## src/dma_pkg.sv

```systemverilog
package dma_pkg;

	//////////////////////////////////////////////////
	// widths fixed by the register map
	//////////////////////////////////////////////////

	// word address width on the master bus, byte address bits 31..2
	localparam int ADDR_W = 30;
	// block length field in word 0, bits 9..0
	localparam int BLK_W = 10;
	// device id field in word 0, bits 14..10
	localparam int DEV_W = 5;
	// one line per possible device id
	localparam int DEV_INTS_W = 32;

	typedef logic [31:0] word_t;
	typedef logic [ADDR_W-1:0] addr_t;
	// block length minus one, so zero in the field gives a full 1024-word block
	typedef logic [BLK_W-1:0] blk_len_t;
	// one extra bit so a full block of 1024 words can be counted
	typedef logic [BLK_W:0] blk_cnt_t;
	typedef logic [DEV_W-1:0] dev_id_t;
	typedef logic [1:0] reg_sel_t;

	// engine states, a block is read fully before any of it is written
	typedef enum logic [2:0] {
		IDLE = 3'd0,
		WAIT,
		READ_REQ,
		READ_ACK,
		PRE_WRITE,
		WRITE_REQ,
		WRITE_ACK
	} dma_state_e;

	//////////////////////////////////////////////////
	// bundles
	//////////////////////////////////////////////////

	// master side request, driven by the engine
	typedef struct packed {
		logic cyc;
		logic stb;
		logic we;
		addr_t addr;
		word_t data;
	} wb_req_t;

	// master side response from the bus
	typedef struct packed {
		logic stall;
		logic ack;
		logic err;
		word_t data;
	} wb_rsp_t;

	// settings and pending register writes from the control block
	typedef struct packed {
		logic incs;
		logic incd;
		blk_len_t blk_len_m1;
		word_t wdata;
		logic wr_len;
		logic wr_src;
		logic wr_dst;
	} dma_cfg_t;

	// live engine state for read-back
	typedef struct packed {
		logic busy;
		blk_cnt_t nread;
		addr_t len;
		addr_t raddr;
		addr_t waddr;
	} dma_status_t;

	// register addresses on the slave port
	localparam reg_sel_t REG_CTRL = 2'd0;
	localparam reg_sel_t REG_LEN = 2'd1;
	localparam reg_sel_t REG_SRC = 2'd2;
	localparam reg_sel_t REG_DST = 2'd3;

	// key in bits 27..16 of a control write that starts a transfer
	localparam logic [11:0] START_KEY = 12'hfed;
	// a control write of exactly this word aborts a running transfer
	localparam word_t ABORT_WORD = 32'hffed0000;

endpackage
```

## src/dma_ctrl_regs.sv

```systemverilog
`timescale 1ns/1ps

module dma_ctrl_regs (
	input  logic                              i_clk,
	input  logic                              i_reset,
	input  logic                              i_swb_cyc,
	input  logic                              i_swb_stb,
	input  logic                              i_swb_we,
	input  dma_pkg::reg_sel_t                 i_swb_addr,
	input  dma_pkg::word_t                    i_swb_data,
	output logic                              o_swb_ack,
	output dma_pkg::word_t                    o_swb_data,
	input  logic [dma_pkg::DEV_INTS_W-1:0]    i_dev_ints,
	input  dma_pkg::dma_status_t              i_status,
	input  logic                              i_blk_go_ack,
	input  logic                              i_done,
	input  logic                              i_bus_err,
	output dma_pkg::dma_cfg_t                 o_cfg,
	output logic                              o_start,
	output logic                              o_abort,
	output logic                              o_trigger,
	output logic                              o_interrupt
);

	logic s_wr;
	logic ctrl_wr;
	logic ctrl_wr_idle;
	logic start_cmd;
	logic abort_cmd;
	logic go_ok;
	logic armed;
	logic incs;
	logic incd;
	logic on_trig;
	logic err_flag;
	dma_pkg::dev_id_t dev_id;
	dma_pkg::blk_len_t blk_len_m1;

	//////////////////////////////////////////////////
	// slave write decode
	//////////////////////////////////////////////////

	assign s_wr = i_swb_cyc && i_swb_stb && i_swb_we;
	assign ctrl_wr = s_wr && (i_swb_addr == dma_pkg::REG_CTRL);

	// setup writes only land while the engine is idle and others are acked and dropped
	assign ctrl_wr_idle = ctrl_wr && !i_status.busy;

	// the start key needs bits 31..30 clear and something left to move
	assign start_cmd = ctrl_wr_idle
			&& (i_swb_data[27:16] == dma_pkg::START_KEY)
			&& (i_swb_data[31:30] == 2'b00)
			&& (i_status.len != '0);
	assign abort_cmd = ctrl_wr && i_status.busy && (i_swb_data == dma_pkg::ABORT_WORD);

	// every strobe gets exactly one ack on the next cycle whether it reads or writes
	always_ff @(posedge i_clk)
	begin
		if (i_reset)
			o_swb_ack <= 1'b0;
		else
			o_swb_ack <= i_swb_cyc && i_swb_stb;
	end

	// in the control word the bus bits 29 and 28 are the active low increment enables
	always_ff @(posedge i_clk)
	begin
		if (i_reset)
		begin
			incs <= 1'b0;
			incd <= 1'b0;
			on_trig <= 1'b0;
			dev_id <= '0;
			blk_len_m1 <= '1;
		end
		else if (ctrl_wr_idle)
		begin
			incs <= !i_swb_data[29];
			incd <= !i_swb_data[28];
			on_trig <= i_swb_data[15];
			dev_id <= i_swb_data[14:10];
			// a zero field wraps to all ones and so gives a full block
			blk_len_m1 <= i_swb_data[dma_pkg::BLK_W-1:0] - 1'b1;
		end
	end

	// the live length and addresses sit in the engine which takes the write itself
	always_comb
	begin
		o_cfg.incs = incs;
		o_cfg.incd = incd;
		o_cfg.blk_len_m1 = blk_len_m1;
		o_cfg.wdata = i_swb_data;
		o_cfg.wr_len = s_wr && !i_status.busy && (i_swb_addr == dma_pkg::REG_LEN);
		o_cfg.wr_src = s_wr && !i_status.busy && (i_swb_addr == dma_pkg::REG_SRC);
		o_cfg.wr_dst = s_wr && !i_status.busy && (i_swb_addr == dma_pkg::REG_DST);
	end

	//////////////////////////////////////////////////
	// commands and block trigger
	//////////////////////////////////////////////////

	// start and abort reach the engine one cycle after the strobe
	always_ff @(posedge i_clk)
	begin
		if (i_reset)
		begin
			o_start <= 1'b0;
			o_abort <= 1'b0;
		end
		else
		begin
			o_start <= start_cmd;
			o_abort <= abort_cmd;
		end
	end

	assign go_ok = !on_trig || i_dev_ints[dev_id];

	// the engine pulses blk_go_ack as it enters WAIT
	// without device triggering the block is released on the very next cycle
	// otherwise the request stays armed until the chosen line is seen high
	always_ff @(posedge i_clk)
	begin
		if (i_reset)
		begin
			armed <= 1'b0;
			o_trigger <= 1'b0;
		end
		else
		begin
			armed <= (armed || i_blk_go_ack) && !go_ok && !o_abort;
			o_trigger <= (armed || i_blk_go_ack) && go_ok;
		end
	end

	//////////////////////////////////////////////////
	// error flag, interrupt and read-back
	//////////////////////////////////////////////////

	// cleared by any control write while idle and set on a bus error or an abort
	always_ff @(posedge i_clk)
	begin
		if (i_reset)
			err_flag <= 1'b0;
		else if (ctrl_wr_idle)
			err_flag <= 1'b0;
		else if (i_bus_err || o_abort)
			err_flag <= 1'b1;
	end

	// an abort ends the transfer quietly and only done and bus errors interrupt
	always_ff @(posedge i_clk)
	begin
		if (i_reset)
			o_interrupt <= 1'b0;
		else
			o_interrupt <= i_done || i_bus_err;
	end

	// read data is registered so it is valid with the ack
	// the block field reads back the way it was written, zero for a full block
	always_ff @(posedge i_clk)
	begin
		case (i_swb_addr)
		dma_pkg::REG_CTRL:
			o_swb_data <= {i_status.busy, err_flag, !incs, !incd, 1'b0,
					i_status.nread, on_trig, dev_id,
					dma_pkg::blk_len_t'(blk_len_m1 + 1'b1)};
		dma_pkg::REG_LEN:
			o_swb_data <= {{(32 - dma_pkg::ADDR_W){1'b0}}, i_status.len};
		dma_pkg::REG_SRC:
			o_swb_data <= {i_status.raddr, 2'b00};
		default:
			o_swb_data <= {i_status.waddr, 2'b00};
		endcase
	end

endmodule

```

## config.mk

```make
export PLATFORM = sky130hd
export DESIGN_NAME = dma_ctrl_regs
export DESIGN_NICKNAME = d
export VERILOG_FILES = /design/src/dma_pkg.sv /design/src/dma_ctrl_regs.sv
export SDC_FILE = /design/constraint.sdc
export NUM_CORES = 1
export LEC_CHECK = 0
export BUFFER_PORTS_ARGS = -buffer_cell sky130_fd_sc_hd__clkbuf_2
export CAP_MARGIN = 15
export CORE_AREA = 2 2 102 104
export CTS_CLUSTER_DIAMETER = 100
export DETAILED_ROUTE_END_ITERATION = 12
export DIE_AREA = 0 0 104 106
export HOLD_SLACK_MARGIN = 0.03
export PLACE_DENSITY = 0.66
export SKIP_LAST_GASP = 1
export SYNTH_ARGS = -nofsm -noshare
export SYNTH_HDL_FRONTEND = slang
export SYNTH_SLANG_ARGS = --single-unit
```

## constraint.sdc

```tcl
create_clock -name i_clk -period 2.29 [get_ports i_clk]
set_clock_uncertainty 0.2 [all_clocks]
set_input_delay 0.229 -clock i_clk [delete_from_list [all_inputs] [get_ports i_clk]]
set_output_delay 0.229 -clock i_clk [all_outputs]
set_load 0.05 [all_outputs]
```

# Yosys cells after proc, flatten, opt, wreduce, memory -nomap -nowiden
# Cells that the tools add are included.
# word_totals
regBits	57
output_inout_bits	84
word_cells	56
# classes
add_sub_neg	2
order_cmp	1
n_eq_ne	5
muxes	3
n_reduce_logical	32
# ops
cell	count
one-hot mux 32 bit (3 select lines)	1
== test 32 bit, second input constant	1
nonzero test 30 bit	1
logical AND 1 bit	16
== test 12 bit, second input constant	1
adder 10 x 1 -> 10 bit, second input constant	1
subtractor 10 x 1 -> 10 bit, second input constant	1
logical NOT 1 bit	8
< comparator 5 x 6 -> 1 bit, second input constant	1
binary-select mux 1 bit (select 5 bit)	1
== test 2 bit, second input constant	2
logical NOT 2 bit	2
logical OR 1 bit	4
== test 2 x 1 -> 1 bit, second input constant	1
OR reduction 2 bit	1
two-way mux 1 bit	1

# Logic depth before layout (Yosys ltp)
# depth
depth_word	7
ltp_mapped	6

# Worst setup path before layout
# No wires, ideal clock.
# synth_timing
kind	flip-flop to flip-flop
startpoint	register blk_len_m1[0]
endpoint	register o_swb_data[6]
setup_time_ns	0.135
arrival_time_ns	1.927
t_required_ns	1.955
path_slack_ns	0.029
stages_incl_launch_ff	6
path_buffers	0
synth_period_minus_slack_ns	2.261
path_cell_list	dfxtp_1 ha_1 nand2_1 or3_1 xnor2_1 mux4_2
# synth_via
elab_chain_cells	2
# synth_lines
item	line_no	source
from (decl)	dma_ctrl_regs.sv:37	dma_pkg::blk_len_t blk_len_m1;
from (signal assigned)	dma_ctrl_regs.sv:83	blk_len_m1 <= i_swb_data[dma_pkg::BLK_W-1:0] - 1'b1;
adder 10 x 1 -> 10 bit	dma_ctrl_regs.sv:169	dma_pkg::blk_len_t'(blk_len_m1 + 1'b1)};
one-hot mux 32 bit (3 select lines)	dma_ctrl_regs.sv:165	case (i_swb_addr)
to (signal assigned)	dma_ctrl_regs.sv:167	o_swb_data <= {i_status.busy, err_flag, !incs, !incd, 1'b0,
to (signal assigned)	dma_ctrl_regs.sv:171	o_swb_data <= {{(32 - dma_pkg::ADDR_W){1'b0}}, i_status.len};
to (signal assigned)	dma_ctrl_regs.sv:173	o_swb_data <= {i_status.raddr, 2'b00};
to (decl)	dma_ctrl_regs.sv:12	output dma_pkg::word_t o_swb_data,
# Every way passes these cells.
# A chain may end at the register's enable or synchronous reset.

# Worst setup path after layout
# layout_timing
startpoint	input port i_status[87] (netlist bit)
endpoint	register o_start
# layout_via
elab_chain_cells	2
# layout_lines
item	line_no	source
from (decl)	dma_ctrl_regs.sv:14	input dma_pkg::dma_status_t i_status,
nonzero test 30 bit	dma_ctrl_regs.sv:53	&& (i_status.len != '0);
logical AND 1 bit	dma_ctrl_regs.sv:53	
to (signal assigned)	dma_ctrl_regs.sv:113	o_start <= start_cmd;
to (decl)	dma_ctrl_regs.sv:19	output logic o_start,
# Every way passes these cells.

==> out/results.tsv <==
stage	metric	value	unit
cts	root_buffer	clkbuf_8	
routing	ant_nets	0	
setup_path	worstPathArrival	2240	ps
global_routing	grt_util_met1	27.8	%
pwr	power	3.00	mW
global_routing	grtUsageMet3	5.03	%
floorplan	die_w	104	microns
timing	period_minus_slack	2220	ps
synth	yosys_warnings	0	
pwr	powerDensity	552	nW/um^2
synth	syn_avg_cell_area	10.8	sq um
synth	yosys.area.top_type_share	35.2	%
synth	synthDistinctLibCells	44	
synth	synthTopCellsByCount	57 x dfxtp_1, 34 x buf_4, 28 x nand2_1	
global_routing	top_usage_layer	met2	
synth	synthTopCellsByArea	dfxtp_1 35%, mux4_2 19%, buf_4 7.9%	
timing	max_slew_margin	71.2	%
setup_path	cp-end-kind	flop	
synth	synth_fp_nets	478	
synth	yosysSeqAreaShare	35.2	%
setup_path	path_class	in2reg	
routing	wire_per_inst	17.7	microns
global_routing	grt_max_degree	36	
floorplan	fp.dieArea	11000	sq um
cells_and_area	regMostFlops	o_swb_data	
cts	cts_tree	built	
routing	via_per_inst	4.85	
place	hpwl	10100	microns
cells_and_area	post_route_cells_drive_above_1_share	52.4	%
cells_and_area	final_nets	783	
floorplan	rows	37	
timing	finalMaxSlewViolations	0	
cells_and_area	area_growth	67.8	%
cells_and_area	n_antenna_cell	0	
setup_path	crit_required	2310	ps
routing	drt_iter0_markers	177	
synth	yosysMostFrequentCell	dfxtp_1	
global_routing	grtUsageTotal	23.6	%
timing	fmax	451	MHz
synth	syn_inst	300	
place	gp_congestion	0.898	
pwr	p_leak	2.65	nW
cts	cts_setup_buffers	0	
timing	setup_violations	0	
global_routing	gr-usage-met2	42.1	%
synth	async_reset_ff_share	0	%
routing	drc	0	
cells_and_area	fillers	927	
timing	timing.final.crit_share	96.9	%
routing	drtPass1Iterations	4	
synth	synth_area	3240	sq um
setup_path	path_max_fanout	2	
timing	timing.final.ws_setup	71.9	ps
flow_run	maxCapViolCount	0	
floorplan	die_h	106	microns
cts	numClockSinks	57	
cells_and_area	largest_reg_flops	32	
place	pre_cts_slack	240	ps
pwr	max-vdd-ir-drop	0.325	mV
routing	vias	3613	
setup_path	worstSetupStartpointType	primary input	
floorplan	io_pins	260	
floorplan	start_util	32.4	%
cts	clk-insertion-delay-late	330	ps
global_routing	grt_pass1_vias	3778	
global_routing	grt_pass1_wl	20000	microns
timing	worstMarginPinSlew	432	ps
cts	h-tree-depth	3	
timing	rsz0062_at_grt	yes	
timing	timing.hold.ws	52.3	ps
worst_hold_path	hp-class	in2reg	
place	io_buffers	259	
synth	synth_top_area_cell	dfxtp_1	
cts	clk_pin_slew_worst_paths	70	ps
timing	hold_viol	0	
global_routing	grt_antenna_before_repair	0	
cells_and_area	fin_cells	745	
synth	synth_edf_count	0	
cts	cts_made_buffers	9	
synth	dominantRegCellSynth	dfxtp_1	
routing	wl	13200	microns
synth	ys_ff_latch	57	
run_status	status	complete, no violations	
cells_and_area	final_util	54.4	%
global_routing	grt.overflow.total	0	
cells_and_area	top_regs	o_swb_data: 32 flops, blk_len_m1: 10 flops, dev_id: 5 flops	
cts	cts.path.max_buffers	2	
floorplan	core_area	10000	sq um
place	place_inst	654	
## layout make-up
cell class	count	area [sq um]	area share [%]
Timing Repair Buffer	344	2150	39.5
Multi-Input combinational cell	186	1760	32.3
Clock inverter	3	40.0	0.735
Clock buffer	12	155	2.85
Sequential cell	57	1140	21.0
Inverter	7	26.3	0.483
Tap cell	136	170	3.13
## report_power, final
part | internal (mW) | switching, mW | total (mW)
Sequential | 1.06 | 0.0241 | 1.08
Combinational | 0.402 | 0.562 | 0.963
Clock | 0.553 | 0.408 | 0.961
Total | 2.01 | 0.993 | 3.00
## layer usage
layer | up-vias | part of all wire, %
met2 | 170 | 52
met5 | - | 0
met1 | 1713 | 40
met3 | 22 | 6.1
li1 | 1708 | -
met4 | 0 | 2.0
## through the flow
stage          TNS, ps  instance area [sq um]
2_1_floorplan        0                   3240
3_3_place_gp         0                   4470
3_5_place_dp         0                   4470
4_1_cts              0                   5430
5_1_grt          -37.8                   5440
6_report             0                   5440
## worst max-delay path, cell delays in order
cell and delay [ps]:
dlygate4sd3_1 550, clkbuf_2 130, nor4_2 330, nand4_1 180, o211ai_1 210, nor3_1 60, dlygate4sd3_1 550
## logic make-up after synthesis
logic type | Yosys count | share of synthesized area (%)
buffers and inverters | 57 | 11.0
adders and majority gates | 2 | 0.771
DFF | 57 | 35.2
muxes | 43 | 27.0
xor gates and xnor gates | 14 | 3.78
and+or+nand+nor | 95 | 15.2
AOI/OAI and AO/OA | 32 | 7.13
## worst paths after layout
kind                       from              to  slack [ps]  cells after the start
setup / recovery   i_status[87]         o_start          70                      7
setup reg to reg  blk_len_m1[0]   o_swb_data[4]         110                      5
hold / removal     i_status[45]  o_swb_data[17]          50                      2
hold reg to reg        err_flag  o_swb_data[30]         310                      1
## cell usage in the layout, fill, tap and decap left out, types with 8 or more instances in the layout
cell	count
clkbuf_2	259
mux4_2	27
a21oi_1	8
o211ai_1	9
nor4_1	9
nand2_1	28
xnor2_1	10
nor3_1	8
nor2_1	15
dfxtp_1	56
dlygate4sd3_1	76
clkbuf_8	11
## timing repair
| action | in CTS | in global routing |
|---|---|---|
| hold endpoints to repair | 44 | 0 |
| hold buffers | 76 | 0 |
| endpoints found under the setup margin | 0 | 3 |
| resized for setup | 0 | 3 |
Note: power is estimated with default switching activity, not from simulation.
