===== src/dma_pkg.sv =====
package dma_pkg;

	//////////////////////////////////////////////////
	// widths fixed by the register map
	//////////////////////////////////////////////////

	// word address width on the master bus, byte address bits 31..2
	localparam int ADDR_W = 30;
	// block length field in word 0, bits 9..0
	localparam int BLK_W = 10;
	// device id field in word 0, bits 14..10
	localparam int DEV_W = 5;
	// one line per possible device id
	localparam int DEV_INTS_W = 32;

	typedef logic [31:0] word_t;
	typedef logic [ADDR_W-1:0] addr_t;
	// block length minus one, so zero in the field gives a full 1024-word block
	typedef logic [BLK_W-1:0] blk_len_t;
	// one extra bit so a full block of 1024 words can be counted
	typedef logic [BLK_W:0] blk_cnt_t;
	typedef logic [DEV_W-1:0] dev_id_t;
	typedef logic [1:0] reg_sel_t;

	// engine states, a block is read fully before any of it is written
	typedef enum logic [2:0] {
		IDLE = 3'd0,
		WAIT,
		READ_REQ,
		READ_ACK,
		PRE_WRITE,
		WRITE_REQ,
		WRITE_ACK
	} dma_state_e;

	//////////////////////////////////////////////////
	// bundles
	//////////////////////////////////////////////////

	// master side request, driven by the engine
	typedef struct packed {
		logic cyc;
		logic stb;
		logic we;
		addr_t addr;
		word_t data;
	} wb_req_t;

	// master side response from the bus
	typedef struct packed {
		logic stall;
		logic ack;
		logic err;
		word_t data;
	} wb_rsp_t;

	// settings and pending register writes from the control block
	typedef struct packed {
		logic incs;
		logic incd;
		blk_len_t blk_len_m1;
		word_t wdata;
		logic wr_len;
		logic wr_src;
		logic wr_dst;
	} dma_cfg_t;

	// live engine state for read-back
	typedef struct packed {
		logic busy;
		blk_cnt_t nread;
		addr_t len;
		addr_t raddr;
		addr_t waddr;
	} dma_status_t;

	// register addresses on the slave port
	localparam reg_sel_t REG_CTRL = 2'd0;
	localparam reg_sel_t REG_LEN = 2'd1;
	localparam reg_sel_t REG_SRC = 2'd2;
	localparam reg_sel_t REG_DST = 2'd3;

	// key in bits 27..16 of a control write that starts a transfer
	localparam logic [11:0] START_KEY = 12'hfed;
	// a control write of exactly this word aborts a running transfer
	localparam word_t ABORT_WORD = 32'hffed0000;

endpackage

===== src/dma_bus_engine.sv =====
`timescale 1ns/1ps

module dma_bus_engine (
	input  logic                 i_clk,
	input  logic                 i_reset,
	input  dma_pkg::dma_cfg_t    i_cfg,
	input  logic                 i_start,
	input  logic                 i_abort,
	input  logic                 i_trigger,
	output dma_pkg::wb_req_t     o_mwb,
	input  dma_pkg::wb_rsp_t     i_mwb,
	output dma_pkg::dma_status_t o_status,
	output logic                 o_blk_go_ack,
	output logic                 o_done,
	output logic                 o_bus_err,
	output logic                 o_buf_we,
	output dma_pkg::blk_cnt_t    o_buf_waddr,
	output logic                 o_buf_rd_rst,
	output logic                 o_buf_rd_adv,
	input  dma_pkg::word_t       i_buf_rdata
);

	dma_pkg::dma_state_e state;
	dma_pkg::addr_t raddr;
	dma_pkg::addr_t waddr;
	dma_pkg::addr_t len;
	dma_pkg::addr_t mwb_addr;
	dma_pkg::blk_cnt_t blk_words;
	dma_pkg::blk_cnt_t nrreq;
	dma_pkg::blk_cnt_t nrack;
	dma_pkg::blk_cnt_t nwreq;
	dma_pkg::blk_cnt_t nwack;
	dma_pkg::blk_cnt_t nrreq_n;
	dma_pkg::blk_cnt_t nrack_n;
	dma_pkg::blk_cnt_t nwreq_n;
	dma_pkg::blk_cnt_t nwack_n;
	logic rd_issue;
	logic rd_ack;
	logic wr_issue;
	logic wr_ack;
	logic rd_clr;
	logic wr_clr;
	logic last_rreq;
	logic last_rack;
	logic last_wreq;
	logic last_wack;
	logic final_ack;

	//////////////////////////////////////////////////
	// master bus outputs
	//////////////////////////////////////////////////

	// cyc covers both the request and the ack phase of each direction
	always_comb
	begin
		o_mwb.cyc = (state == dma_pkg::READ_REQ) || (state == dma_pkg::READ_ACK)
				|| (state == dma_pkg::WRITE_REQ) || (state == dma_pkg::WRITE_ACK);
		o_mwb.stb = (state == dma_pkg::READ_REQ) || (state == dma_pkg::WRITE_REQ);
		// we rises in PRE_WRITE already so the write counters leave reset early
		o_mwb.we = (state == dma_pkg::PRE_WRITE) || (state == dma_pkg::WRITE_REQ)
				|| (state == dma_pkg::WRITE_ACK);
		o_mwb.addr = mwb_addr;
		o_mwb.data = i_buf_rdata;
	end

	assign rd_issue = (state == dma_pkg::READ_REQ) && !i_mwb.stall;
	assign wr_issue = (state == dma_pkg::WRITE_REQ) && !i_mwb.stall;
	assign rd_ack = o_mwb.cyc && !o_mwb.we && i_mwb.ack;
	assign wr_ack = o_mwb.cyc && o_mwb.we && i_mwb.ack;
	assign rd_clr = (state == dma_pkg::IDLE) || (state == dma_pkg::WAIT);
	assign wr_clr = !o_mwb.we;

	// words in this block, the smaller of the block length and what is left
	assign blk_words = (len > dma_pkg::addr_t'(i_cfg.blk_len_m1))
			? {1'b0, i_cfg.blk_len_m1} + 1'b1
			: len[dma_pkg::BLK_W:0];

	assign final_ack = wr_ack && last_wack;
	// the length still holds the final word here since it drops on this ack
	assign o_done = final_ack && (len <= dma_pkg::addr_t'(1));
	assign o_bus_err = o_mwb.cyc && i_mwb.err;

	//////////////////////////////////////////////////
	// transfer state machine
	//////////////////////////////////////////////////

	always_ff @(posedge i_clk)
	begin
		if (i_reset)
		begin
			state <= dma_pkg::IDLE;
			o_blk_go_ack <= 1'b0;
		end
		else
		begin
			o_blk_go_ack <= 1'b0;
			// an abort or a bus error drops everything, in flight requests included
			if (i_abort || o_bus_err)
				state <= dma_pkg::IDLE;
			else
			begin
				case (state)
				dma_pkg::IDLE:
					if (i_start)
					begin
						state <= dma_pkg::WAIT;
						o_blk_go_ack <= 1'b1;
					end
				dma_pkg::WAIT:
					if (i_trigger)
						state <= dma_pkg::READ_REQ;
				dma_pkg::READ_REQ, dma_pkg::READ_ACK:
				begin
					if (rd_issue && last_rreq)
						state <= dma_pkg::READ_ACK;
					// the last ack wins even if it lands with the last request
					if (rd_ack && last_rack)
						state <= dma_pkg::PRE_WRITE;
				end
				dma_pkg::PRE_WRITE:
					state <= dma_pkg::WRITE_REQ;
				dma_pkg::WRITE_REQ, dma_pkg::WRITE_ACK:
				begin
					if (wr_issue && last_wreq)
						state <= dma_pkg::WRITE_ACK;
					if (final_ack)
					begin
						state <= o_done ? dma_pkg::IDLE : dma_pkg::WAIT;
						o_blk_go_ack <= !o_done;
					end
				end
				default:
					state <= dma_pkg::IDLE;
				endcase
			end
		end
	end

	//////////////////////////////////////////////////
	// request and ack counters
	//////////////////////////////////////////////////

	// read counters live through the write phase, the buffer is drained against nrack
	assign nrreq_n = rd_clr ? '0 : nrreq + dma_pkg::blk_cnt_t'(rd_issue);
	assign nrack_n = rd_clr ? '0 : nrack + dma_pkg::blk_cnt_t'(rd_ack);
	assign nwreq_n = wr_clr ? '0 : nwreq + dma_pkg::blk_cnt_t'(wr_issue);
	assign nwack_n = wr_clr ? '0 : nwack + dma_pkg::blk_cnt_t'(wr_ack);

	// the last flags look one step ahead, so a request can go out every cycle
	// while earlier ones are still waiting for their acks
	always_ff @(posedge i_clk)
	begin
		if (i_reset)
		begin
			nrreq <= '0;
			nrack <= '0;
			nwreq <= '0;
			nwack <= '0;
			last_rreq <= 1'b0;
			last_rack <= 1'b0;
			last_wreq <= 1'b0;
			last_wack <= 1'b0;
		end
		else
		begin
			nrreq <= nrreq_n;
			nrack <= nrack_n;
			nwreq <= nwreq_n;
			nwack <= nwack_n;
			last_rreq <= (nrreq_n + 1'b1 == blk_words);
			last_rack <= (nrack_n + 1'b1 == blk_words);
			last_wreq <= (nwreq_n + 1'b1 == nrack_n);
			last_wack <= (nwack_n + 1'b1 == nrack_n);
		end
	end

	//////////////////////////////////////////////////
	// length and addresses
	//////////////////////////////////////////////////

	// the length counts down on every write ack, so it reads as words still owed
	always_ff @(posedge i_clk)
	begin
		if (i_reset)
			len <= '0;
		else if (i_cfg.wr_len)
			len <= i_cfg.wdata[dma_pkg::ADDR_W-1:0];
		else if (wr_ack)
			len <= len - 1'b1;
	end

	// the source moves on read acks and the destination on accepted writes
	always_ff @(posedge i_clk)
	begin
		if (i_cfg.wr_src)
			raddr <= i_cfg.wdata[31:2];
		else if (rd_ack && i_cfg.incs)
			raddr <= raddr + 1'b1;

		if (i_cfg.wr_dst)
			waddr <= i_cfg.wdata[31:2];
		else if (wr_issue && i_cfg.incd)
			waddr <= waddr + 1'b1;

		// the bus address runs ahead of raddr while reads are outstanding
		if (rd_clr)
			mwb_addr <= raddr;
		else if (state == dma_pkg::PRE_WRITE)
			mwb_addr <= waddr;
		else if ((rd_issue && i_cfg.incs) || (wr_issue && i_cfg.incd))
			mwb_addr <= mwb_addr + 1'b1;
	end

	// read data goes straight into the buffer at the ack count
	assign o_buf_we = rd_ack;
	assign o_buf_waddr = nrack;
	assign o_buf_rd_rst = (state == dma_pkg::PRE_WRITE);
	assign o_buf_rd_adv = wr_issue;

	always_comb
	begin
		o_status.busy = (state != dma_pkg::IDLE);
		o_status.nread = nrack;
		o_status.len = len;
		o_status.raddr = raddr;
		o_status.waddr = waddr;
	end

endmodule


===== config.mk =====
export PLATFORM = sky130hd
export DESIGN_NAME = dma_bus_engine
export DESIGN_NICKNAME = d
export VERILOG_FILES = /design/src/dma_pkg.sv /design/src/dma_bus_engine.sv
export SDC_FILE = /design/constraint.sdc
export NUM_CORES = 1
export LEC_CHECK = 0
export BUFFER_PORTS_ARGS = -buffer_cell sky130_fd_sc_hd__buf_2
export CORE_MARGIN = 2
export CORE_UTILIZATION = 45
export CTS_CLUSTER_DIAMETER = 60
export CTS_CLUSTER_SIZE = 40
export DETAILED_ROUTE_END_ITERATION = 6
export GPL_ROUTABILITY_DRIVEN = 0
export HOLD_SLACK_MARGIN = 0.12
export PLACE_DENSITY = 0.8
export SLEW_MARGIN = 15
export SYNTH_ARGS = -nofsm -noshare
export SYNTH_HDL_FRONTEND = slang
export SYNTH_SLANG_ARGS = --single-unit

===== constraint.sdc =====
create_clock -name i_clk -period 3.62 [get_ports i_clk]
set_clock_uncertainty 0.1 [all_clocks]
set_input_delay 0 -clock i_clk [delete_from_list [all_inputs] [get_ports i_clk]]
set_output_delay 0 -clock i_clk [all_outputs]
set_load 0.01 [all_outputs]

* Yosys cells after proc, flatten, opt, wreduce, memory -nomap -nowiden
Index checks and enable logic that the tools add are counted.
** Operators by class
- Reduce and logical (&&, ||, !) cells :: 37
- Equal/unequal tests :: 14
- Order comparisons :: 2
- Muxes and demuxes :: 25
- $add $sub $neg :: 13
** Operators by type and width (number)
- 30-bit two-way mux :: 9
- 30-bit by 1-bit adder with 30-bit output (second input constant) :: 3
- 11-bit two-way mux :: 5
- 11-bit by 1-bit adder with 11-bit output :: 4
- 11-bit by 1-bit adder with 11-bit output (second input constant) :: 4
- 11-bit == test :: 4
- 30-bit by 10-bit > comparator with 1-bit output :: 1
- 30-bit by 1-bit <= comparator with 1-bit output (second input constant) :: 1
- 30-bit by 1-bit subtractor with 30-bit output (second input constant) :: 1
- 3-bit two-way mux :: 6
- 1-bit logical AND :: 15
- 3-bit case mux with 5 select lines :: 1
- 10-bit by 1-bit adder with 11-bit output (second input constant) :: 1
- 3-bit == test (second input constant) :: 3
- 1-bit logical OR :: 9
- 3-bit by 2-bit == test with 1-bit output (second input constant) :: 2
- 3-bit != test (second input constant) :: 2
- 2-bit nonzero test :: 3
- 3-bit nonzero test :: 2
- 2-bit OR reduction :: 3
- 2-bit != test (second input constant) :: 2
- 4-bit AND reduction :: 1
- 3-bit by 1-bit == test with 1-bit output (second input constant) :: 1
- 1-bit logical NOT :: 3
- other kinds (3) :: 5
** Word-level totals
- Logic and storage cells :: 105
- Bits of input ports :: 119
- Output and inout bits :: 184
- Register bits after elaboration :: 172

* Depth between registers and ports, before layout
Gate-level depths: netlist (run 1).
- Depth after elaboration :: 11
- Mapped depth :: 16
- Depth with buffers taken out :: 14

* Worst setup path after synthesis (run 1)
No wires, ideal clock.
- Path type :: reg-to-reg
- From :: register state[2]
- To :: register last_wreq
- Required time :: 3.406 ns
- Cell stages (with the launch flop) :: 15
- Clock period less this slack :: 3.988 ns
- Arrival :: 3.774 ns
- Library setup time :: 0.114 ns
- Buffers on the path :: 3
- Path slack :: -0.368 ns
- Path through :: dfxtp_1 clkbuf_1 clkbuf_1 clkbuf_1 nor3b_1 ha_1 ha_1 nand4_1 or3_1 a21oi_1 and3_1 xnor2_1 nor2_1 a211o_1 a2111oi_0
** Between the ends
- Elaborated cells on any way between the ends :: 23
- Classes of those cells :: add/sub: 3; eq/ne: 7; mux: 2; reduce/logical: 11
** RTL lines
- start: declaration :: RTL line dma_bus_engine.sv:23 : dma_pkg::dma_state_e state;
- start signal: assignment :: RTL line dma_bus_engine.sv:91 : state <= dma_pkg::IDLE;
- start signal: assignment :: RTL line dma_bus_engine.sv:99 : state <= dma_pkg::IDLE;
- start signal: assignment :: RTL line dma_bus_engine.sv:106 : state <= dma_pkg::WAIT;
- 3-bit == test :: RTL line dma_bus_engine.sv:67 : assign wr_issue = (state == dma_pkg::WRITE_REQ) && !i_mwb.stall;
- 1-bit logical AND :: RTL line dma_bus_engine.sv:67
- via o_buf_rd_adv :: RTL line dma_bus_engine.sv:19 : output logic o_buf_rd_adv,
- 11-bit by 1-bit adder with 11-bit output :: RTL line dma_bus_engine.sv:146 : assign nwreq_n = wr_clr ? '0 : nwreq + dma_pkg::blk_cnt_t'(wr_issue);
- 11-bit two-way mux :: RTL line dma_bus_engine.sv:146
- 11-bit by 1-bit adder with 11-bit output :: RTL line dma_bus_engine.sv:172 : last_wreq <= (nwreq_n + 1'b1 == nrack_n);
- 11-bit == test :: RTL line dma_bus_engine.sv:172
- end signal: assignment :: RTL line dma_bus_engine.sv:172
- end: declaration :: RTL line dma_bus_engine.sv:45 : logic last_wreq;
The timed path passes the listed nets, and every way through them passes these cells.
A chain may end at the register's enable or synchronous reset.

* Worst setup path after layout (run 1)
- From :: register len[5]
- To :: register state[0]
** Between the ends
- Word-level cells in the longest chain between the ends :: 5
** Ends and longest elaborated chain
- start: declaration :: RTL line dma_bus_engine.sv:26 : dma_pkg::addr_t len;
- start signal: assignment :: RTL line dma_bus_engine.sv:187 : len <= i_cfg.wdata[dma_pkg::ADDR_W-1:0];
- start signal: assignment :: RTL line dma_bus_engine.sv:189 : len <= len - 1'b1;
- 30-bit by 1-bit <= comparator with 1-bit output :: RTL line dma_bus_engine.sv:80 : assign o_done = final_ack && (len <= dma_pkg::addr_t'(1));
- 1-bit logical AND :: RTL line dma_bus_engine.sv:80
- 1-bit two-way mux :: RTL line dma_bus_engine.sv:128 : state <= o_done ? dma_pkg::IDLE : dma_pkg::WAIT;
- 3-bit two-way mux :: RTL line dma_bus_engine.sv:126 : if (final_ack)
- 3-bit case mux with 5 select lines :: RTL line dma_bus_engine.sv:102 : case (state)
- end signal: assignment :: RTL line dma_bus_engine.sv:106
- end signal: assignment :: RTL line dma_bus_engine.sv:125 : state <= dma_pkg::WRITE_ACK;
- end signal: assignment :: RTL line dma_bus_engine.sv:128
Every way passes these cells.

==> results of run 1 <==
tightest hold or removal path, delay by kind of cell:
| kind | cells | cell delay [ps] |
|---|---|---|
| AND/OR/NAND/NOR | 2 | 130 |
| buffers and inverters | 1 | 180 |
| multiplexers | 1 | 180 |
| XOR/XNOR | 1 | 160 |
metal layers:
metal,global-route usage,vias up,part of all wire
li1,-,5507,-
met1,0.3360,5496,0.41
met2,0.4103,711,0.46
met3,0.04349,118,0.091
met4,0.1042,0,0.038
met5,0,-,0
path summary, 6_finish.rpt:
check | startpoint | to | slack [ps] | cells past startpoint
max reg2reg | len[5] | state[0] | 120 | 10
min | i_cfg[35] | last_rack | 160 | 5
min reg2reg | nwack[10] | nwack[10] | 470 | 3
max | len[5] | state[0] | 120 | 10
registers in the layout, indices dropped and copies added, names as in the netlist:
signal and cells:
waddr 30, last_wreq 1, nwreq 11, mwb_addr 30, nwack 11, o_blk_go_ack 1, len 30, nrreq 11
last_wack 1, raddr 30, last_rreq 1, o_buf_waddr 11, last_rack 1, state 3
timing repair:
action | 4_1_cts | 5_1_grt
setup endpoints to repair | 0 | 5
hold buffers | 89 | 0
resized for setup | 0 | 19
hold endpoints to repair | 150 | 0
cell usage in the layout (no fill, tap or decap), types with 18 or more instances in the layout:
cell type / count
or3_1: 18
nand2_1: 187
buf_4: 50
nor4_1: 20
and3_1: 21
edfxtp_1: 90
dfxtp_1: 82
nor2_1: 134
and2_1: 18
nand3_1: 67
xor2_1: 78
buf_2: 206
nand4_1: 42
ha_1: 26
o21ai_0: 105
a21oi_1: 47
nor3_1: 42
mux2i_1: 32
inv_1: 41
xnor2_1: 109
dlygate4sd3_1: 89
layout make-up:
cell class | instances | area (sq um) | area share
multi-input cells | 1103 | 6958 | 0.4704
flip-flops and latches | 172 | 4344 | 0.2937
repair buffers | 345 | 2297 | 0.1553
clock buffers | 17 | 425.4 | 0.02876
well taps | 335 | 419.2 | 0.02834
clock inverters | 15 | 182.7 | 0.01235
inverters | 43 | 161.4 | 0.01091
diodes | 1 | 2.502 | 0.0001692
power by group:
| part | internal, mW | leakage, nW | switching (mW) |
|---|---|---|---|
| Clock | 0.939 | 0.291 | 0.943 |
| Combinational | 0.395 | 4.15 | 0.514 |
| Sequential | 2.20 | 1.59 | 0.174 |
| Total | 3.53 | 6.03 | 1.63 |
kinds of logic (layout without fill, tap and decap cells):
kind of cell,after synthesis,in the layout
XOR/XNOR,189,189
multiplexers,43,43
buffers and inverters,145,420
AO/OA/AOI/OAI,236,236
AND/OR/NAND/NOR,606,606
adder cells (fa/ha/maj),29,29
flip-flops,172,172
other,0,1
cells in the mapped netlist (22+ instances only):
master	n	area, sq um
xnor2_1	109	954.7
nor4_1	22	137.6
dfxtp_1	82	1642
nand2_1	187	701.9
a21oi_1	50	250.2
nor2_1	136	510.5
xor2_1	78	683.2
ha_1	28	350.3
nor3_1	43	215.2
buf_4	43	322.8
edfxtp_1	90	2703
mux2i_1	34	340.3
and3_1	23	143.9
o21ai_0	105	525.5
nand3_1	67	335.3
nand4_1	42	262.8
clkbuf_1	52	195.2
inv_1	41	153.9
==> metrics.yaml, run 1 <==
setup_path:
  worstPathMaxFanout: 8
  slowest_delay_ps: 610
  cp-start-kind: "flip-flop"
  worstSetupEndpointType: "flip-flop"
  critPathRequiredTime_ps: 3850
  crit_chain: "buf_4, or4_1, nor4_2, o211ai_1, nand3_1, nand3_1, dlygate4sd3_1, o21ai_0, dlygate4sd3_1, nor2_1"
  worstSetupPathType: "reg -> reg"
  crit_buf_inv: 3
  worstPathArrival_ps: 3730
  crit_slowest_cell: "or4_1"
  crit_family: "buffers and inverters"
placement:
  dpl.cell_count: 1909
  port_buffers: 206
  place_area_sq_um: 13220
  hpwl_um: 26380
  dp_slack_ps: 173.9
floorplan:
  coreArea_sq_um: 26060
  start_util: 0.4571
  die_area_sq_um: 27790
  dieWidth_um: 166.7
  die_h_um: 166.7
  num_io_pins: 303
  rows: 59
clocking:
  postCtsSetupRepairBufs: 0
  cts_buffers: 17
  root_buffer: "clkbuf_16"
  clock-sinks: 172
  clk_latency_ps: 440
  cts_tree: "built"
  cts.path.max_buffers: 2
  cts.htree.levels: 4
  clk_pin_slew_ps: 80
layout:
  stdcell_area_sq_um: 14790
  stdcell_count: 2031
  layout.nets: 1829
  final_util: 0.5676
  syn2layout_area_growth_pct: 24.16
  fill_cells: 2196
  layout-drive-gt1-share: 0.1941
synthesis:
  synth-compound-area-share: 0.1188
  synth_edf_count: 90
  yosysUniqueCellTypes: 70
  async_flop_share: 0
  synth_nets: 1567
  avgSynthCellArea_sq_um: 8.389
  syn_area_sq_um: 11910
  synth_ff_type: "edfxtp_1"
  synth_fa_ha_area_frac: 0.03025
  synth_top_family_by_area: "simple AND/OR/NAND/NOR gates"
  yosysSeqAreaShare: 0.3647
  synth_xor_area_frac: 0.1413
  muxShareOfSynthArea: 0.03823
  synthCells: 1420
  yosys_warnings: 0
  synth-simple-area-share: 0.2461
  ys_ff_latch: 172
timing:
  rsz0062_at_grt: "yes"
  whs_ps: 155.4
  max_clock_freq_ghz: 0.2856
  maxSlewHeadroom: 0.3326
  setup_tns_ps: 0
  worstMarginPinSlew_ps: 1000
  setup_slack_ps: 118.6
  finalHoldViolCount: 0
  drv_slew: 0
  min_period_over_period: 0.9672
  period_needed_ps: 3501
  setup_viol: 0
pwr:
  total_power_mw: 5.163
  p_per_area_nw_per_um2: 349.1
  power.leakage_nw: 6.028
  peakVddDrop_mv: 0.2785
grt:
  antenna_found_initial: 1
  grt_overflow: 0
  grt_pass1_vias: 10950
  grt_max_degree: 60
  grt_pass1_wl_um: 57010
  grt.total_usage: 0.2532
route:
  wirelength_um: 36960
  firstDrtPassIters: 6
  drt-vias-per-instance: 5.826
  drt-initial-drc-count: 1332
  num_vias: 11830
  drcViolationCount: 0
  wl_per_cell_um: 18.20
  ant_nets: 0
flow_run:
  drv_cap: 0
min_path:
  hold_path.class: "in -> reg"
outcome:
  outcome: "finished, final reports clean"
Power figures use the tool's default switching activity.
==> run 2, diff against run 1 <==
Settings changed: PLACE_DENSITY 0.8 to 0.77.
==> metrics.yaml, run 2 (same netlist as run 1, synthesis figures left out) <==
outcome:
  outcome: "finished, final reports clean"
timing:
  period_needed_ps: 3444
  setup_viol: 0
  finalHoldViolCount: 0
  drv_slew: 0
  setup_slack_ps: 176.0
  rsz0062_at_grt: "no"
  worstMarginPinSlew_ps: 951.9
  max_clock_freq_ghz: 0.2904
  maxSlewHeadroom: 0.3647
  min_period_over_period: 0.9514
floorplan:
  rows: 59
  dieWidth_um: 166.7
  die_h_um: 166.7
  die_area_sq_um: 27790
  start_util: 0.4571
  num_io_pins: 303
  coreArea_sq_um: 26060
layout:
  layout_commonest_cell: "buf_2"
  antenna_cells: 0
  register_area_sq_um: 4344
  layout-drive-gt1-share: 0.1912
  syn2layout_area_growth_pct: 24.98
  mostFrequentLayoutCells: "buf_2 (206), nand2_1 (187), nor2_1 (134)"
  fill_cells: 2236
  layout.nets: 1844
  multi_input_area_sq_um: 6928
  stdcell_area_sq_um: 14890
clocking:
  cts_tree: "built"
  clock-sinks: 172
  root_buffer: "clkbuf_16"
  cts.path.max_buffers: 2
  clk_pin_slew_ps: 80
  clk_latency_ps: 440
  cts_buffers: 17
  cts.htree.levels: 4
route:
  drt-vias-per-instance: 5.781
  num_vias: 11820
  ant_nets: 0
  drt-initial-drc-count: 1185
  drcViolationCount: 0
  wl_per_cell_um: 18.16
  firstDrtPassIters: 6
  wirelength_um: 37130
grt:
  grt_max_degree: 40
  antenna_found_initial: 0
  grt.total_usage: 0.2586
  grt_overflow: 0
  grt_pass1_vias: 10810
  grt_pass1_wl_um: 57900
placement:
  place_area_sq_um: 13230
  dp_slack_ps: 134.8
  port_buffers: 206
  hpwl_um: 26510
pwr:
  peakVddDrop_mv: 0.2697
  p_per_area_nw_per_um2: 345.4
  power.leakage_nw: 6.051
setup_path:
  worstSetupEndpointType: "flip-flop"
  crit_buf_inv: 1
  worstPathArrival_ps: 3700
  crit_chain: "or4_1, or3_1, nor2_8, o21ai_2, buf_4, mux2i_2, xnor2_1, or4_1, nor4b_2"
  cp-start-kind: "flip-flop"
  crit_slowest_cell: "or4_1"
  slowest_delay_ps: 560
  worstPathMaxFanout: 8
  critPathRequiredTime_ps: 3880
  cpMostUsedCell: "or4_1"
  crit_family: "simple AND/OR/NAND/NOR gates"
  worstSetupPathType: "reg -> reg"
min_path:
  hold_path.class: "in -> reg"
flow_run:
  drv_cap: 0
==> run 2: worst paths after layout <==
kind	from	to	slack, ps	depth (start not counted)
min	i_mwb[34]	nwreq[0]	150	5
min reg2reg	nrreq[10]	nrreq[10]	480	2
max reg2reg	len[14]	last_rack	180	9
max	len[14]	last_rack	180	9
==> run 2: per-layer routing <==
metal / vias to the layer above / GRT usage / share of wire / wire, um
met5: - / 0 / 0 / 0
met4: 0 / 0.1076 / 0.039 / 1438
met3: 117 / 0.05157 / 0.087 / 3228
met2: 622 / 0.4091 / 0.46 / 17000
met1: 5541 / 0.3467 / 0.42 / 15460
li1: 5543 / - / - / -
==> run 2: report_power, final <==
group          leakage (nW)  internal (mW)  switching (mW)
logic                  4.18          0.401           0.521
clock network         0.286          0.932           0.919
registers              1.59           2.20           0.173
==> run 2: what timing repair did <==
action | CTS | global route
resized for setup | 0 | 13
buffers inserted | 0 | 2
endpoints found under the hold margin | 148 | 0
setup endpoints to repair | 0 | 3
hold buffers | 101 | 0
==> run 2: worst min-delay path, cell delays in order <==
cell and delay (ps):
buf_2 130, nor3b_2 60, ha_1 280, nand2_1 110, nor2_1 50
==> run 2: cell type report <==
| type | instances | share of cell area |
|---|---|---|
| tap | 335 | 0.02815 |
| timing repair buffer | 360 | 0.1639 |
| multi-input combinational | 1103 | 0.4653 |
| clock buffer | 17 | 0.02857 |
| sequential | 172 | 0.2918 |
| clock inverter | 15 | 0.01143 |
| inverter | 43 | 0.01084 |
==> run 2: metrics by stage <==
step / utilization / total power [mW] / TNS (ps) / instances / hold WS [ps]
floorplan: - / 2.885 / -30.70 / 1420 / -57.52
global placement: 0.5075 / 3.168 / 0 / 1910 / -99.93
detailed placement: 0.5075 / 3.196 / 0 / 1910 / -99.93
CTS: 0.5692 / 5.124 / 0 / 2043 / 127.0
global route: 0.5713 / 5.337 / 0 / 2045 / 185.0
finish: 0.5713 / 5.143 / 0 / 2045 / 148.9
